===== config.mk =====
export PLATFORM = sky130hd
export DESIGN_NAME = system_io
export DESIGN_NICKNAME = d
export VERILOG_FILES = /design/src/common/system_pkg.sv /design/src/io_bus/io_decoder.sv /design/src/io_bus/io_read_mux.sv /design/src/verilog/ide_wait.sv /design/src/verilog/sysctl_port.sv /design/src/verilog/mgmt_decoder.sv /design/src/verilog/system_io.sv
export SDC_FILE = /design/constraint.sdc
export NUM_CORES = 1
export LEC_CHECK = 0
export BUFFER_PORTS_ARGS = -buffer_cell sky130_fd_sc_hd__buf_2
export CELL_PAD_IN_SITES_DETAIL_PLACEMENT = 0
export CELL_PAD_IN_SITES_GLOBAL_PLACEMENT = 1
export CORE_AREA = 2 2 161 163
export CTS_CLUSTER_SIZE = 20
export DETAILED_ROUTE_END_ITERATION = 6
export DIE_AREA = 0 0 163 165
export HOLD_SLACK_MARGIN = 0.08
export PLACE_DENSITY_LB_ADDON = 0.05
export SYNTH_ARGS = -nofsm -noshare
export SYNTH_HDL_FRONTEND = slang
export SYNTH_HIERARCHICAL = 1
export SYNTH_SLANG_ARGS = --single-unit
export TNS_END_PERCENT = 30

===== constraint.sdc =====
create_clock -name clk_sys -period 2.98 [get_ports clk_sys]
set_input_delay 0.894 -clock clk_sys [delete_from_list [all_inputs] [get_ports clk_sys]]
set_output_delay 0.894 -clock clk_sys [all_outputs]
set_load 0.01 [all_outputs]

===== src/common/system_pkg.sv =====
package system_pkg;

	localparam int IO_DEV_COUNT = 16;

	typedef logic [15:0] io_addr_t;
	typedef logic [31:0] io_word_t;
	typedef logic [7:0]  io_byte_t;
	typedef logic [2:0]  io_size_t;
	typedef logic [15:0] mgmt_addr_t;
	typedef logic [15:0] mgmt_word_t;
	typedef logic [7:0]  mgmt_page_t;
	typedef logic [15:0] irq_vec_t;
	typedef logic [7:0]  syscfg_t;

	// one value per external device, used to index the read byte array
	typedef enum logic [$clog2(IO_DEV_COUNT)-1:0] {
		DEV_NONE, DEV_IDE0, DEV_IDE1, DEV_FLOPPY,
		DEV_DMA, DEV_PIC, DEV_PIT, DEV_PS2,
		DEV_RTC, DEV_SOUND, DEV_UART1, DEV_UART2,
		DEV_MPU, DEV_VGA, DEV_JOY, DEV_SYSCTL
	} io_dev_t;

	typedef enum logic [2:0] {MGMT_NONE, MGMT_IDE0, MGMT_IDE1, MGMT_FDD, MGMT_RTC} mgmt_dev_t;

	typedef enum logic {SYSCTL_BOOT, SYSCTL_RUN} sysctl_state_t;

	// a range covers base .. base + 2**bits - 1
	localparam io_addr_t    IDE0_BASE        = 16'h01F0;
	localparam int unsigned IDE0_BASE_BITS   = 3;
	localparam io_addr_t    IDE0_CTRL        = 16'h03F6;
	localparam io_addr_t    IDE1_BASE        = 16'h0170;
	localparam int unsigned IDE1_BASE_BITS   = 3;
	localparam io_addr_t    IDE1_CTRL        = 16'h0376;
	localparam io_addr_t    FLOPPY_BASE      = 16'h03F0;
	localparam int unsigned FLOPPY_BASE_BITS = 2;
	localparam io_addr_t    FLOPPY_FIFO      = 16'h03F4; // status and data pair
	localparam int unsigned FLOPPY_FIFO_BITS = 1;
	localparam io_addr_t    FLOPPY_DIR       = 16'h03F7;
	localparam io_addr_t    DMA_MASTER_BASE  = 16'h00C0;
	localparam int unsigned DMA_MASTER_BITS  = 5;
	localparam io_addr_t    DMA_PAGE_BASE    = 16'h0080;
	localparam int unsigned DMA_PAGE_BITS    = 4;
	localparam io_addr_t    DMA_SLAVE_BASE   = 16'h0000;
	localparam int unsigned DMA_SLAVE_BITS   = 4;
	localparam io_addr_t    PIC_MASTER_BASE  = 16'h0020;
	localparam io_addr_t    PIC_SLAVE_BASE   = 16'h00A0;
	localparam int unsigned PIC_BITS         = 1;
	localparam io_addr_t    PIT_BASE         = 16'h0040;
	localparam int unsigned PIT_BITS         = 2;
	localparam io_addr_t    PIT_SPEAKER      = 16'h0061;
	localparam io_addr_t    PS2_DATA_BASE    = 16'h0060;
	localparam int unsigned PS2_DATA_BITS    = 3;
	localparam io_addr_t    PS2_CTRL_BASE    = 16'h0090;
	localparam int unsigned PS2_CTRL_BITS    = 4;
	localparam io_addr_t    RTC_BASE         = 16'h0070;
	localparam int unsigned RTC_BITS         = 1;
	localparam io_addr_t    SB_BASE          = 16'h0220;
	localparam int unsigned SB_BITS          = 4;
	localparam io_addr_t    FM_BASE          = 16'h0388;
	localparam int unsigned FM_BITS          = 2;
	localparam io_addr_t    UART1_BASE       = 16'h03F8;
	localparam io_addr_t    UART2_BASE       = 16'h02F8;
	localparam int unsigned UART_BITS        = 3;
	localparam io_addr_t    MPU_BASE         = 16'h0330;
	localparam int unsigned MPU_BITS         = 1;
	localparam io_addr_t    VGA_B_BASE       = 16'h03B0;
	localparam io_addr_t    VGA_C_BASE       = 16'h03C0;
	localparam io_addr_t    VGA_D_BASE       = 16'h03D0;
	localparam int unsigned VGA_BITS         = 4;
	localparam io_addr_t    JOY_PORT         = 16'h0201;

	localparam io_addr_t SYSCTL_PORT        = 16'h8888;
	localparam io_byte_t SYSCTL_KEY         = 8'hA1;
	localparam syscfg_t  SYSCTL_RESET_VALUE = 8'hA2;
	localparam io_size_t SYSCTL_WRITE_SIZE  = 3'd2;

	localparam io_byte_t    IO_IDLE_BYTE = 8'hFF;
	localparam int unsigned IDE_CTRL_BIT = 9; // set on 3F6 and 376

	localparam mgmt_page_t MGMT_PAGE_IDE0 = 8'hF0;
	localparam mgmt_page_t MGMT_PAGE_IDE1 = 8'hF1;
	localparam mgmt_page_t MGMT_PAGE_FDD  = 8'hF2;
	localparam mgmt_page_t MGMT_PAGE_RTC  = 8'hF4;

endpackage


===== src/io_bus/io_decoder.sv =====
module io_decoder (
	input  logic                clk_sys,
	input  logic                reset,
	input  system_pkg::io_addr_t io_address,
	output system_pkg::io_dev_t  io_dev
);

	import system_pkg::*;

	io_dev_t dev_next;

	// true when addr falls in the aligned block of 2**bits ports at base
	function automatic logic in_range(io_addr_t addr, io_addr_t base, int unsigned bits);
		return (addr >> bits) == (base >> bits);
	endfunction

	always_comb begin
		dev_next = DEV_NONE;
		if (in_range(io_address, IDE0_BASE, IDE0_BASE_BITS) || io_address == IDE0_CTRL) begin
			dev_next = DEV_IDE0;
		end else if (in_range(io_address, IDE1_BASE, IDE1_BASE_BITS)
				|| io_address == IDE1_CTRL) begin
			dev_next = DEV_IDE1;
		end else if (in_range(io_address, FLOPPY_BASE, FLOPPY_BASE_BITS)
				|| in_range(io_address, FLOPPY_FIFO, FLOPPY_FIFO_BITS)
				|| io_address == FLOPPY_DIR) begin
			dev_next = DEV_FLOPPY;
		end else if (in_range(io_address, DMA_MASTER_BASE, DMA_MASTER_BITS)
				|| in_range(io_address, DMA_PAGE_BASE, DMA_PAGE_BITS)
				|| in_range(io_address, DMA_SLAVE_BASE, DMA_SLAVE_BITS)) begin
			dev_next = DEV_DMA;
		end else if (in_range(io_address, PIC_MASTER_BASE, PIC_BITS)
				|| in_range(io_address, PIC_SLAVE_BASE, PIC_BITS)) begin
			dev_next = DEV_PIC;
		end else if (in_range(io_address, PIT_BASE, PIT_BITS)
				|| io_address == PIT_SPEAKER) begin
			// port 61 also sits inside the keyboard block, the timer owns it
			dev_next = DEV_PIT;
		end else if (in_range(io_address, PS2_DATA_BASE, PS2_DATA_BITS)
				|| in_range(io_address, PS2_CTRL_BASE, PS2_CTRL_BITS)) begin
			dev_next = DEV_PS2;
		end else if (in_range(io_address, RTC_BASE, RTC_BITS)) begin
			dev_next = DEV_RTC;
		end else if (in_range(io_address, SB_BASE, SB_BITS)
				|| in_range(io_address, FM_BASE, FM_BITS)) begin
			dev_next = DEV_SOUND;
		end else if (in_range(io_address, UART1_BASE, UART_BITS)) begin
			dev_next = DEV_UART1;
		end else if (in_range(io_address, UART2_BASE, UART_BITS)) begin
			dev_next = DEV_UART2;
		end else if (in_range(io_address, MPU_BASE, MPU_BITS)) begin
			dev_next = DEV_MPU;
		end else if (in_range(io_address, VGA_B_BASE, VGA_BITS)
				|| in_range(io_address, VGA_C_BASE, VGA_BITS)
				|| in_range(io_address, VGA_D_BASE, VGA_BITS)) begin
			dev_next = DEV_VGA;
		end else if (io_address == JOY_PORT) begin
			dev_next = DEV_JOY;
		end else if (io_address == SYSCTL_PORT) begin
			dev_next = DEV_SYSCTL;
		end
	end

	// the select lags the address by one clock, devices see it with the strobe
	always_ff @(posedge clk_sys) begin
		if (reset) begin
			io_dev <= DEV_NONE;
		end else begin
			io_dev <= dev_next;
		end
	end

endmodule


===== src/io_bus/io_read_mux.sv =====
module io_read_mux (
	input  system_pkg::io_dev_t  io_dev,
	input  system_pkg::io_addr_t io_address,
	input  system_pkg::io_byte_t dev_readdata [system_pkg::IO_DEV_COUNT],
	input  system_pkg::io_word_t ide0_readdata,
	input  system_pkg::io_word_t ide1_readdata,
	output system_pkg::io_word_t io_readdata,
	output logic                 io_32
);

	import system_pkg::*;

	logic disk_sel;

	always_comb begin
		case (io_dev)
			DEV_IDE0: begin
				io_readdata = ide0_readdata;
			end
			DEV_IDE1: begin
				io_readdata = ide1_readdata;
			end
			DEV_NONE, DEV_SYSCTL: begin
				// nothing drives the bus, the control port is write only
				io_readdata = {24'd0, IO_IDLE_BYTE};
			end
			default: begin
				io_readdata = {24'd0, dev_readdata[io_dev]};
			end
		endcase
	end

	assign disk_sel = (io_dev == DEV_IDE0) || (io_dev == DEV_IDE1);

	// disk task file ports move 32 bits, control ports at 3F6/376 stay byte wide
	assign io_32 = (disk_sel && !io_address[IDE_CTRL_BIT]) || (io_dev == DEV_SYSCTL);

endmodule


===== src/verilog/ide_wait.sv =====
module ide_wait (
	input  logic                 clk_sys,
	input  logic                 reset,
	input  system_pkg::io_dev_t  io_dev,
	input  system_pkg::io_addr_t io_address,
	input  logic                 io_read,
	input  logic [1:0]           ide_nodata,
	output logic [1:0]           ide_read,
	output logic                 io_wait
);

	import system_pkg::*;

	logic [1:0] chan_sel;
	logic [1:0] set_wait;
	logic [1:0] wait_flag;
	logic       data_port;

	assign chan_sel = {io_dev == DEV_IDE1, io_dev == DEV_IDE0};

	// offset zero of the task file, the control block is excluded by bit 9
	assign data_port = ({io_address[IDE_CTRL_BIT], io_address[2:0]} == 4'd0);

	assign set_wait = chan_sel & ide_nodata & {2{io_read & data_port}};

	// a flag stays up until its channel has data again
	always_ff @(posedge clk_sys) begin
		if (reset) begin
			wait_flag <= 2'b00;
		end else begin
			wait_flag <= (wait_flag | set_wait) & ide_nodata;
		end
	end

	// keep reading the channel while stalled so it can fetch the next word
	assign ide_read = (chan_sel & {2{io_read}}) | wait_flag;
	assign io_wait  = |wait_flag;

endmodule


===== src/verilog/sysctl_port.sv =====
module sysctl_port (
	input  logic                 clk_sys,
	input  logic                 reset,
	input  system_pkg::io_dev_t  io_dev,
	input  logic                 io_write,
	input  system_pkg::io_size_t io_datasize,
	input  system_pkg::io_word_t io_writedata,
	output system_pkg::syscfg_t  syscfg
);

	import system_pkg::*;

	sysctl_state_t state;
	logic          boot_access;
	logic          key_write;

	// first touch of a disk or floppy means the loader has taken over
	assign boot_access = (io_dev == DEV_IDE0) || (io_dev == DEV_IDE1)
		|| (io_dev == DEV_FLOPPY);

	assign key_write = io_write && (io_dev == DEV_SYSCTL)
		&& (io_datasize == SYSCTL_WRITE_SIZE)
		&& (io_writedata[15:8] == SYSCTL_KEY); // high byte unlocks the register

	always_ff @(posedge clk_sys) begin
		if (reset) begin
			state  <= SYSCTL_BOOT;
			syscfg <= SYSCTL_RESET_VALUE;
		end else begin
			case (state)
				SYSCTL_BOOT: begin
					if (boot_access) begin
						syscfg <= '0;
						state  <= SYSCTL_RUN;
					end else if (key_write) begin
						syscfg <= io_writedata[7:0];
						state  <= SYSCTL_RUN;
					end
				end
				default: begin
					if (key_write) begin
						syscfg <= io_writedata[7:0];
					end
				end
			endcase
		end
	end

endmodule


===== src/verilog/mgmt_decoder.sv =====
module mgmt_decoder (
	input  system_pkg::mgmt_addr_t mgmt_address,
	input  logic                   mgmt_read,
	input  logic                   mgmt_write,
	input  system_pkg::mgmt_word_t mgmt_ide0_readdata,
	input  system_pkg::mgmt_word_t mgmt_ide1_readdata,
	input  system_pkg::mgmt_word_t mgmt_fdd_readdata,
	output system_pkg::mgmt_dev_t  mgmt_target,
	output logic                   mgmt_rd_strobe,
	output logic                   mgmt_wr_strobe,
	output system_pkg::mgmt_word_t mgmt_readdata
);

	import system_pkg::*;

	mgmt_page_t page;
	logic       target_valid;

	assign page = mgmt_address[15:8]; // low byte is the register inside the target

	always_comb begin
		case (page)
			MGMT_PAGE_IDE0: mgmt_target = MGMT_IDE0;
			MGMT_PAGE_IDE1: mgmt_target = MGMT_IDE1;
			MGMT_PAGE_FDD:  mgmt_target = MGMT_FDD;
			MGMT_PAGE_RTC:  mgmt_target = MGMT_RTC;
			default:        mgmt_target = MGMT_NONE;
		endcase
	end

	assign target_valid   = (mgmt_target != MGMT_NONE);
	assign mgmt_rd_strobe = mgmt_read & target_valid;
	assign mgmt_wr_strobe = mgmt_write & target_valid;

	// the RTC is write only here, so it falls through to the floppy data
	assign mgmt_readdata = (mgmt_target == MGMT_IDE0) ? mgmt_ide0_readdata :
		(mgmt_target == MGMT_IDE1) ? mgmt_ide1_readdata : mgmt_fdd_readdata;

endmodule


===== src/verilog/system_io.sv =====
module system_io (
	input  logic                   clk_sys,
	input  logic                   reset,

	input  system_pkg::io_addr_t   io_address,
	input  logic                   io_read,
	input  logic                   io_write,
	input  system_pkg::io_size_t   io_datasize,
	input  system_pkg::io_word_t   io_writedata,
	output system_pkg::io_dev_t    io_dev,
	output system_pkg::io_word_t   io_readdata,
	output logic                   io_32,
	output logic                   io_wait,

	input  system_pkg::io_byte_t   dev_readdata [system_pkg::IO_DEV_COUNT],
	input  system_pkg::io_word_t   ide0_readdata,
	input  system_pkg::io_word_t   ide1_readdata,
	input  logic [1:0]             ide_nodata,
	output logic [1:0]             ide_read,

	output system_pkg::syscfg_t    syscfg,

	input  system_pkg::irq_vec_t   irq_in,
	output system_pkg::irq_vec_t   irq_lines,

	input  system_pkg::mgmt_addr_t mgmt_address,
	input  logic                   mgmt_read,
	input  logic                   mgmt_write,
	input  system_pkg::mgmt_word_t mgmt_ide0_readdata,
	input  system_pkg::mgmt_word_t mgmt_ide1_readdata,
	input  system_pkg::mgmt_word_t mgmt_fdd_readdata,
	output system_pkg::mgmt_dev_t  mgmt_target,
	output logic                   mgmt_rd_strobe,
	output logic                   mgmt_wr_strobe,
	output system_pkg::mgmt_word_t mgmt_readdata
);

	io_decoder u_io_decoder (
		.clk_sys    (clk_sys),
		.reset      (reset),
		.io_address (io_address),
		.io_dev     (io_dev)
	);

	io_read_mux u_io_read_mux (
		.io_dev        (io_dev),
		.io_address    (io_address),
		.dev_readdata  (dev_readdata),
		.ide0_readdata (ide0_readdata),
		.ide1_readdata (ide1_readdata),
		.io_readdata   (io_readdata),
		.io_32         (io_32)
	);

	ide_wait u_ide_wait (
		.clk_sys    (clk_sys),
		.reset      (reset),
		.io_dev     (io_dev),
		.io_address (io_address),
		.io_read    (io_read),
		.ide_nodata (ide_nodata),
		.ide_read   (ide_read),
		.io_wait    (io_wait)
	);

	sysctl_port u_sysctl_port (
		.clk_sys      (clk_sys),
		.reset        (reset),
		.io_dev       (io_dev),
		.io_write     (io_write),
		.io_datasize  (io_datasize),
		.io_writedata (io_writedata),
		.syscfg       (syscfg)
	);

	mgmt_decoder u_mgmt_decoder (
		.mgmt_address       (mgmt_address),
		.mgmt_read          (mgmt_read),
		.mgmt_write         (mgmt_write),
		.mgmt_ide0_readdata (mgmt_ide0_readdata),
		.mgmt_ide1_readdata (mgmt_ide1_readdata),
		.mgmt_fdd_readdata  (mgmt_fdd_readdata),
		.mgmt_target        (mgmt_target),
		.mgmt_rd_strobe     (mgmt_rd_strobe),
		.mgmt_wr_strobe     (mgmt_wr_strobe),
		.mgmt_readdata      (mgmt_readdata)
	);

	// line 2 is the cascade input on a PC, its sources are redirected to 9
	always_comb begin
		irq_lines     = irq_in;
		irq_lines[9]  = irq_in[9] | irq_in[2];
		irq_lines[2]  = 1'b0;
		irq_lines[11] = 1'b0; // no source on 11 and 13
		irq_lines[13] = 1'b0;
	end

endmodule


# == Yosys cells after proc, flatten, opt, wreduce, memory -nomap -nowiden ==
# Cells that the tools add are included.
# classes
n_eq_ne,38
bitwise,11
order_cmp,1
reduce_logical,29
muxes,28
# op_table
cell,count
32-bit one-hot mux with 3 select lines,1
16-bit by 10-bit equality test with 1-bit output (second input constant),4
12-bit by 6-bit equality test with 1-bit output (second input constant),4
8-bit equality test (second input constant),5
8-bit 2-to-1 mux,5
8-bit binary-select mux with 4-bit select,1
16-bit 2-to-1 mux,2
4-bit 2-to-1 mux,8
15-bit by 9-bit equality test with 1-bit output (second input constant),2
14-bit by 8-bit equality test with 1-bit output (second input constant),2
13-bit by 6-bit equality test with 1-bit output (second input constant),2
13-bit by 7-bit equality test with 1-bit output (second input constant),2
12-bit by 4-bit equality test with 1-bit output (second input constant),2
16-bit equality test (second input constant),1
16-bit by 7-bit equality test with 1-bit output (second input constant),1
16-bit zero test,1
15-bit by 5-bit equality test with 1-bit output (second input constant),1
15-bit by 6-bit equality test with 1-bit output (second input constant),1
15-bit by 7-bit equality test with 1-bit output (second input constant),1
1-bit logical OR,15
14-bit by 5-bit equality test with 1-bit output (second input constant),1
13-bit by 4-bit equality test with 1-bit output (second input constant),1
3-bit 2-to-1 mux,4
3-bit one-hot mux with 4 select lines,1
other kinds (21),39
# totals
output_inout_bits,85
ff_bits,15

# == Logic depth before layout (Yosys ltp) ==
# Gate-level depths: netlist of the first run.
# depth
ltp_word,16
ltp_mapped,7
mapped_depth_nobuf,6

# == Hierarchy ==
# The synthesis of the first run kept the hierarchy.
# by_module_without_submodules
mod,n_inst,seq_area_each_um2,cells_per_inst,area_each_um2
io_read_mux,1,0.0,147,1536.5
io_decoder,1,80.1,73,546.8
mgmt_decoder,1,0.0,71,489.2
sysctl_port,1,180.2,37,410.4
ide_wait,1,40.0,12,145.1
system_io,1,0.0,17,122.6

# == Worst setup path after synthesis of the first run ==
# Ideal clock, no wire load.
# synth_path
path_type,input to output
startpoint,input dev_readdata[114] in the netlist's numbering
endpoint,output io_readdata[2]
t_arrival_ns,2.063
cell_stages,4
path_slack_ns,0.023
required_ns,2.086
path_buffers,0
path_cell_list,mux4_1 mux2_2 a221oi_1 o21ai_0
# synth_via
elab_chain_cells,4
# synth_lines
item,line_no,rtl
"start, declared",system_io.sv:15,"input system_pkg::io_byte_t dev_readdata [system_pkg::IO_DEV_COUNT],"
8-bit binary-select mux with 4-bit select,io_read_mux.sv:28,"io_readdata = {24'd0, dev_readdata[io_dev]};"
8-bit 2-to-1 mux (implied by the code) (2 in series),io_read_mux.sv:28,
32-bit one-hot mux with 3 select lines,io_read_mux.sv:16,case (io_dev)
"end, declared",system_io.sv:11,"output system_pkg::io_word_t io_readdata,"
# Every way passes these cells. The select of a mux whose other input is x is not followed.

# == Worst setup path after layout of the first run ==
# layout_path
startpoint,input dev_readdata[76] in the netlist's numbering
endpoint,output io_readdata[4]
# Same word-level chain as after synthesis.

==> impl_metrics.ini, run 1 <==
[global_routing]
grt_overflow = 0
grt_pass1_wl_um = 27000
met3_usage_pct = 2.24
grt_usage_pct = 13.2
grt_start_max_net_pins = 52
grt.busiest_layer = met2
antenna_found_initial = 3
use_met1_pct = 13.5
grt_pass1_vias = 4451
met2_usage_pct = 28.2

[sta]
tightest_slew_ps = 748
finClkSkew_ps = 1.10
period_share_pct = 107
timing.final.ws_setup_ps = -215
fin_crit_ps = 3190
hold_viol = 0
timing.hold.ws_ps = 519
relSlewSlack_pct = 50.0
setup_viol_count_final = 6
rsz0062_at_grt = true
drv_slew = 0
fmax_mhz = 313

[clock_tree]
htree_levels = 1
clock_sinks = 15
worst_setup_hold_path_clk_slew_ps = 50
cts_root_buf = clkbuf_16
cts_max_path_buffers = 2
clk_latency_ps = 240
tritoncts = yes
cts-hold-fix-buffers = 0
numCtsBuffers = 3

[cells_and_area]
final_cell_mix = buf_2, mux4_2, mux2i_1
area_growth_pct = 71.5
fillers = 2819
final_common_cell = buf_2
multiInputGateArea_um2 = 2650
finalNonFillerCells = 1020
drive_gt1_share_pct = 64.3
fin_nets = 1019
regArea_um2 = 307

[drt]
drtPass1Iterations = 4
wl_per_cell_um = 19.1
drc = 0
wirelength_um = 19500
routed_via_density = 4.25
drtAntennaViolNets = 0
drt_iter0_drc = 165
route.vias.total = 4335

[synthesis]
synth_edf_count = 0
syn_area_per_cell_um2 = 9.11
yosys_warnings = 6
synth_seq_area_share_pct = 9.24
ys_ff_latch = 15
synthCells = 357
synth_async_sr_flop_share_pct = 0
ys.flop_type = dfxtp_1
synth_cell_types = 73
synth_area_um2 = 3250

[setup_path]
critPathLaunchType = input port
crit_path_start = dev_readdata[76]
required_ps = 2090
crit_type = in -> out
cp_slowest_cell = mux4_2
slowest_delay_ps = 450
cp.arrival_ps = 2300
timing.rr.start = u_io_decoder/io_dev[2]$_SDFF_PP0_
path_cells = buf_6 -> mux4_2 -> mux2_4 -> a221oi_4 -> o21ai_1 -> buf_2
crit_fanout = 1
end_kind = output port

[pwr]
leakage_nw = 2.64
powerDensity_nw_per_um2 = 152
ir_worst_vdd_v = 0.000164
p_total_uw = 849

[place]
dp.cells = 1013
gp_congestion = 0.747
dp_hpwl_um = 16800
port_buffers = 356

[job]
maxCapViolCount = 0

[floorplanning]
die_height_um = 165
start_util_pct = 13.0
rows = 58
ios = 416
die_w_um = 163
dieArea_um2 = 26900
core_region_area_um2 = 25000

[status]
violations = negative setup slack
status = finished with violations

[worst_hold_path]
worstHoldStart = u_sysctl_port/state$_SDFF_PP0_
hp-class = reg -> reg
==> what timing repair did <==
item                                    in CTS  in global routing
setup buffers                                0                  0
resized for setup                           34                  5
endpoints found under the setup margin      32                 13
pin swaps                                    5                  0
==> cells by family (layout without fill, tap and decap cells) <==
group,count (synthesis),after routing,share of synthesized area (%)
flip-flops,15,15,9.24
AO/OA/AOI/OAI,116,116,26.0
multiplexers,63,63,31.9
other,1,6,0.115
AND/OR/NAND/NOR,101,101,20.8
XOR/XNOR,2,2,0.539
buffers and inverters,59,387,11.4
==> cell usage after synthesis (2+ instances only) <==
master,number,area [um2]
dfxtp_1,15,300
buf_2,15,75.1
nand4_1,3,18.8
a32oi_1,4,35.0
and2_1,3,18.8
mux4_1,7,184
or2_2,2,12.5
o21ai_0,8,40.0
nand3b_1,6,45.0
nor2b_1,7,43.8
a22o_1,24,210
mux4_2,23,518
and3b_1,2,17.5
inv_1,7,26.3
o211ai_1,4,30.0
nand3_1,2,10.0
o21ai_1,2,10.0
and3_1,2,12.5
buf_6,6,67.6
nor4_1,5,31.3
a221oi_1,3,26.3
o2111ai_1,2,17.5
or3_1,3,18.8
mux2i_1,28,280
a21oi_1,23,115
clkbuf_1,8,30.0
a311oi_1,2,17.5
nor3_1,17,85.1
o22a_1,2,17.5
a221oi_2,2,30.0
nor3b_2,2,25.0
nor3b_1,3,22.5
buf_1,3,11.3
o22ai_1,6,37.5
a21o_1,2,15.0
nor2_1,12,45.0
a31oi_1,19,119
nand2b_1,8,50.1
buf_4,18,135
a41oi_1,2,17.5
nand2_1,9,33.8
mux2_2,5,56.3
==> critical path: cells and delay by family <==
family / cells / cell delay (ps)
mux: 2 / 780
compound gates: 2 / 380
buf+inv: 2 / 250
==> registers in the layout, indices dropped and copies added (netlist names) <==
register	count
u_sysctl_port/syscfg	8
u_io_decoder/io_dev	4
u_ide_wait/wait_flag	2
u_sysctl_port/state	1
==> worst paths after layout <==
| path | endpoint | slack, ps | cells after the start |
|---|---|---|---|
| max | io_readdata[4] | -210 | 6 |
| min | u_sysctl_port/state$_SDFF_PP0_ | 520 | 2 |
| max reg2reg | u_sysctl_port/syscfg[5]$_SDFF_PP1_ | 840 | 6 |
| min reg2reg | u_sysctl_port/state$_SDFF_PP0_ | 520 | 2 |
==> stage by stage <==
stage,cell area [um2],utilization [%],setup slack (ps),TNS (ps)
floorplan,3260,-,22.8,0
global placement,5340,21.3,-392,-1410
detailed placement,5340,21.3,-417,-1440
CTS,5550,22.2,-227,-1100
global route,5570,22.2,-272,-1830
finish,5580,22.3,-215,-873
==> cell type report <==
cell class	instances	share of cell area, %
antenna	3	0.135
inverter	8	0.539
tap	330	7.41
sequential	15	5.50
multi-input combinational	285	47.6
timing repair buffer	375	37.4
clock buffer	3	1.35
clock inverter	1	0.0898
==> metal layers <==
layer  share of wire (%)  wire length [um]
met5               0.067                13
met1                  35              6840
met2                  58             11300
met3                 6.5              1260
met4                0.29                57
==> power by group <==
| part | internal (mW) | switching (mW) | leakage, nW |
|---|---|---|---|
| Combinational | 0.230 | 0.154 | 2.47 |
| Clock | 0.179 | 0.0863 | 0.0409 |
| Sequential | 0.200 | 0.000388 | 0.123 |
Power figures use the tool's default switching activity.
==> run 2: changes to the inputs <==
--- a/config.mk
+++ b/config.mk
@@ -13,7 +13,7 @@
 export DETAILED_ROUTE_END_ITERATION = 6
 export DIE_AREA = 0 0 163 165
 export HOLD_SLACK_MARGIN = 0.08
-export PLACE_DENSITY_LB_ADDON = 0.05
+export PLACE_DENSITY = 0.56
 export SYNTH_ARGS = -nofsm -noshare
 export SYNTH_HDL_FRONTEND = slang
 export SYNTH_HIERARCHICAL = 1
==> impl_metrics.ini, run 2 (synthesized netlist as in run 1, its figures left out) <==
[clock_tree]
tritoncts = yes
cts_max_path_buffers = 2
cts_root_buf = clkbuf_16
cts-hold-fix-buffers = 0
clock_sinks = 15
worst_setup_hold_path_clk_slew_ps = 50
clk_latency_ps = 250
numCtsBuffers = 3
htree_levels = 1

[drt]
wirelength_um = 16400
wl_per_cell_um = 15.9
drtPass1Iterations = 6
routed_via_density = 4.21
route.vias.total = 4334
drt_iter0_drc = 119
drc = 0
drtAntennaViolNets = 0

[sta]
rsz0062_at_grt = true
hold_viol = 0
tightest_slew_ps = 630
fin_crit_ps = 3150
drv_slew = 0
relSlewSlack_pct = 57.9
timing.hold.ws_ps = 510
setup_viol_count_final = 5
finClkSkew_ps = 3.32
timing.final.ws_setup_ps = -170
period_share_pct = 106
fmax_mhz = 317

[global_routing]
grt_usage_pct = 10.9
grt_pass1_vias = 4107
grt_overflow = 0
antenna_found_initial = 0
grt_pass1_wl_um = 23100
grt_start_max_net_pins = 47

[worst_hold_path]
worstHoldStart = u_sysctl_port/state$_SDFF_PP0_
hold_path_depth = 2
hold_end = u_sysctl_port/state$_SDFF_PP0_
hp-class = reg -> reg

[setup_path]
r2r-end = u_sysctl_port/syscfg[5]$_SDFF_PP1_
cp.arrival_ps = 2260
timing.rr.start = u_io_decoder/io_dev[2]$_SDFF_PP0_
critPathLaunchType = input port
end_kind = output port
crit_type = in -> out
required_ps = 2090
ff2ff_path_depth = 5
r2r_slack_ps = 990
crit_fanout = 1

[floorplanning]
start_util_pct = 13.0
dieArea_um2 = 26900
ios = 416
die_w_um = 163
rows = 58
core_region_area_um2 = 25000
die_height_um = 165

[place]
dp.cells = 1019
post-place-ws_ps = -320
dp_hpwl_um = 13800
port_buffers = 356
gp_congestion = 0.810

[cells_and_area]
area_growth_pct = 76.9
fin_nets = 1031
final_cell_mix = buf_2, mux4_2, mux2i_1
regMostFlops = u_sysctl_port/syscfg
antenna_cells = 0
finalNonFillerCells = 1029
utilization_pct = 23.0
largest_reg_flops = 8
reg.largest.list = u_sysctl_port/syscfg x8, u_io_decoder/io_dev x4, u_ide_wait/wait_flag x2
drive_gt1_share_pct = 64.9
final_common_cell = buf_2

[pwr]
ir_worst_vdd_v = 0.000138
p_total_uw = 861
leakage_nw = 2.70
powerDensity_nw_per_um2 = 150

[job]
maxCapViolCount = 0

[status]
violations = negative setup slack
status = finished with violations
==> run 2: cell count changes in the layout (fill, tap and decap cells not counted), sizes merged <==
cell	delta
diode	-3
clkbuf	+2
clkinv	-1
buf	+11
==> run 2: worst max-delay path by stage <==
stage                            from              to  slack, ps  depth (start not counted)
floorplan           dev_readdata[114]  io_readdata[2]         20                          4
global placement     dev_readdata[87]  io_readdata[7]       -320                          6
detailed placement   dev_readdata[87]  io_readdata[7]       -320                          6
CTS                  dev_readdata[71]  io_readdata[7]       -170                          6
global route         dev_readdata[76]  io_readdata[4]       -220                          6
finish               dev_readdata[71]  io_readdata[7]       -170                          6
==> run 2: cell type report <==
| class | count | area, um2 |
|---|---|---|
| inverters | 8 | 30.0 |
| flip-flops and latches | 15 | 310 |
| multi-input cells | 285 | 2650 |
| well taps | 330 | 413 |
| clock buffers | 4 | 78.8 |
| repair buffers | 387 | 2270 |
| fillers | 2813 | 19300 |
==> run 2: critical path: stages <==
cell and delay [ps]:
buf_6 90, mux4_2 450, mux2_4 300, a221oi_2 270, o21ai_1 100, buf_2 150
==> run 2: report_power, final <==
part,switching [mW],internal (mW),total [mW]
logic,0.152,0.239,0.391
registers,0.000354,0.199,0.200
clock network,0.0890,0.182,0.271
total,0.241,0.620,0.861
==> run 2: stage by stage <==
step / area, um2 / TNS (ps)
floorplan: 3260 / 0
global placement: 5420 / -1190
detailed placement: 5420 / -1180
CTS: 5640 / -673
global route: 5750 / -962
finish: 5750 / -674
==> run 2: timing repair <==
item                                    CTS  global route
cloned                                    0             1
pin swaps                                 5             0
setup buffers                             0             5
resized for setup                        36            11
endpoints found under the setup margin   32            38
endpoints found under the hold margin     0             0
==> run 2: routing by layer <==
metal | track usage, % | up-vias | share of wire [%]
met3 | 1.48 | 17 | 6.2
met2 | 19.4 | 167 | 50
met4 | 2.21 | 0 | 1.4
met1 | 14.0 | 2023 | 43
met5 | 0 | - | 0
li1 | - | 2127 | -
==> run 3: changes to the inputs <==
--- a/config.mk
+++ b/config.mk
@@ -8,14 +8,13 @@
 export BUFFER_PORTS_ARGS = -buffer_cell sky130_fd_sc_hd__buf_2
 export CELL_PAD_IN_SITES_DETAIL_PLACEMENT = 0
 export CELL_PAD_IN_SITES_GLOBAL_PLACEMENT = 1
-export CORE_AREA = 2 2 161 163
+export CORE_AREA = 2 2 162 164
 export CTS_CLUSTER_SIZE = 20
 export DETAILED_ROUTE_END_ITERATION = 6
-export DIE_AREA = 0 0 163 165
+export DIE_AREA = 0 0 164 166
 export HOLD_SLACK_MARGIN = 0.08
-export PLACE_DENSITY = 0.56
+export PLACE_DENSITY = 0.55
 export SYNTH_ARGS = -nofsm -noshare
 export SYNTH_HDL_FRONTEND = slang
-export SYNTH_HIERARCHICAL = 1
 export SYNTH_SLANG_ARGS = --single-unit
 export TNS_END_PERCENT = 30
==> impl_metrics.ini, run 3 <==
[status]
status = finished with violations
violations = negative setup slack

[setup_path]
r2r_slack_ps = 930
timing.rr.start = u_io_decoder.io_dev[1]$_SDFF_PP0_
crit_path_start = mgmt_address[11]
ff2ff_path_depth = 7
end_kind = output port
crit_fanout = 8
r2r-end = u_sysctl_port.syscfg[7]$_SDFF_PP1_
required_ps = 2090
cp.arrival_ps = 2170
crit_type = in -> out
critPathLaunchType = input port

[global_routing]
antenna_found_initial = 2
grt_start_max_net_pins = 33
grt_pass1_vias = 4082
grt_overflow = 0
grt_pass1_wl_um = 22600
grt_usage_pct = 10.6

[cells_and_area]
regMostFlops = u_sysctl_port.syscfg
fin_nets = 1022
reg.largest.list = u_sysctl_port.syscfg x8, u_io_decoder.io_dev x4, u_ide_wait.wait_flag x2
finalNonFillerCells = 1026
final_cell_mix = buf_2, nand2_1, mux2i_1
drive_gt1_share_pct = 60.9
final_common_cell = buf_2
largest_reg_flops = 8
area_growth_pct = 77.0

[pwr]
p_comb_share_pct = 41.3
p_sw_share_pct = 26.0
leakage_nw = 2.49
power_frac_seq_pct = 25.8
p_clk_share_pct = 32.9
powerDensity_nw_per_um2 = 149
ir_worst_vdd_v = 0.000222
p_switching_uw = 203
p_int_uw = 578

[place]
dp_hpwl_um = 13300
port_buffers = 342
gp_congestion = 0.750
dp.cells = 1019

[synthesis]
ys_ff_latch = 15
synth_async_sr_flop_share_pct = 0
synth_edf_count = 0
synth_seq_area_share_pct = 10.1
yosys_warnings = 0
syn_area_per_cell_um2 = 8.13
synth_top_area_share_pct = 18.2
synth_cell_types = 63
synthCells = 365
yosys.area.top_type = mux4_2
synth_most_common_cell = nand2_1
synthTopCellsByCount = nand2_1, mux2i_1, a22o_1, mux4_2, nor2_1
synth_area_um2 = 2970
synth_area_leaders = mux4_2, dfxtp_1, mux2i_1, a22o_1, buf_4
ys.flop_type = dfxtp_1

[worst_hold_path]
hold_end = u_sysctl_port.syscfg[4]$_SDFF_PP0_
hp-class = reg -> reg
hold_path_depth = 2
worstHoldStart = u_sysctl_port.syscfg[4]$_SDFF_PP0_

[sta]
tightest_slew_ps = 500
relSlewSlack_pct = 66.4
timing.final.ws_setup_ps = -86.3
timing.hold.ws_ps = 482
fmax_mhz = 326
rsz0062_at_grt = true
period_share_pct = 103
setup_viol_count_final = 17
drv_slew = 0
finClkSkew_ps = 4.19
hold_viol = 0
fin_crit_ps = 3070

[drt]
route.vias.total = 4133
drtAntennaViolNets = 0
wirelength_um = 15500
drc = 0
wl_per_cell_um = 15.1
drt_iter0_drc = 122
routed_via_density = 4.03
drtPass1Iterations = 4

[clock_tree]
cts-hold-fix-buffers = 0
cts_max_path_buffers = 2
clock_sinks = 15
numCtsBuffers = 3
cts_root_buf = clkbuf_16
htree_levels = 1
worst_setup_hold_path_clk_slew_ps = 50
clk_latency_ps = 240
tritoncts = yes

[job]
maxCapViolCount = 0

[floorplanning]
core_region_area_um2 = 25600
die_w_um = 164
dieArea_um2 = 27200
ios = 416
die_height_um = 166
start_util_pct = 11.6
rows = 59
[run 3: changes by cell type in the layout (fill, tap and decap cells not counted), moves of 10 or more]
cell,previous run,this run
nand2_1,9,30
buf_6,24,6
a31oi_1,19,5
a21oi_1,23,11
nor2_1,12,22
o21ai_1,5,15
[run 3: logic make-up after synthesis]
| group | synth area share [%] |
|---|---|
| compound gates | 26.3 |
| xor+xnor | 0.295 |
| fa+ha+maj | 0.337 |
| buf+inv | 10.8 |
| flops | 10.1 |
| mux | 27.7 |
| other cells | 0.126 |
| simple gates | 24.4 |
[run 3: repair_timing]
item / 4_1_cts / 5_1_grt
pin swaps: 4 / 7
cloned: 1 / 0
setup endpoints to repair: 20 / 22
resized for setup: 12 / 9
setup buffers: 1 / 1
endpoints found under the hold margin: 0 / 0
[run 3: how the worst max path moves through the flow]
stage                                    to  cells past startpoint  slack (ps)
after floorplan           mgmt_readdata[10]                      7          40
after global placement     mgmt_readdata[5]                      8        -170
after detailed placement   mgmt_readdata[5]                      8        -200
after CTS                  mgmt_readdata[5]                      9        -130
after global routing      mgmt_readdata[13]                      9        -220
final                      mgmt_readdata[4]                      9         -90
[run 3: final cells by class]
class,count,area (um2)
sequential,15,303
fill,2900,20400
clock buffer,3,75.1
tap,335,419
timing repair buffer,365,1990
clock inverter,1,5.00
antenna,1,2.50
multi-input combinational,298,2430
inverter,8,30.0
[run 3: stage by stage]
| step | utilization (%) | power [mW] | setup TNS (ps) | worst slack (ps) | area (um2) |
|---|---|---|---|---|---|
| after floorplan | - | 0.326 | 0 | 38.9 | 2980 |
| after global placement | 19.7 | 0.519 | -2120 | -167 | 5050 |
| after detailed placement | 19.7 | 0.522 | -2610 | -197 | 5050 |
| after CTS | 20.4 | 0.791 | -1690 | -128 | 5230 |
| after global routing | 20.5 | 0.833 | -2880 | -221 | 5250 |
| final | 20.5 | 0.782 | -946 | -86.3 | 5250 |
[run 3: power by group through the flow]
stage          Combinational (mW)  Clock [mW]  Sequential (mW)
4_1_cts                     0.325       0.265            0.201
5_1_grt                     0.355       0.277            0.201
3_5_place_dp                0.316           0            0.205
2_1_floorplan               0.121           0            0.205
6_report                    0.323       0.257            0.201
3_3_place_gp                0.314           0            0.205
[run 3: routing by layer]
metal  routed length (um)  share of wire (%)  global-route usage [%]  vias to the layer above
met5                    7              0.045                       0                        -
met4                    1             0.0065                   0.458                        2
li1                     -                  -                       -                     2054
met1                 6360                 41                    12.9                     1913
met3                 1110                7.1                    2.02                        2
met2                 8020                 52                    19.9                      162
[run 3: critical path, cell delays in order]
cell       delay (ps)
buf_6              90
nor2b_4           140
nand4bb_4         130
nor3b_4           250
buf_6             150
buf_16            130
mux2i_1           180
o21ai_1            70
buf_2             140
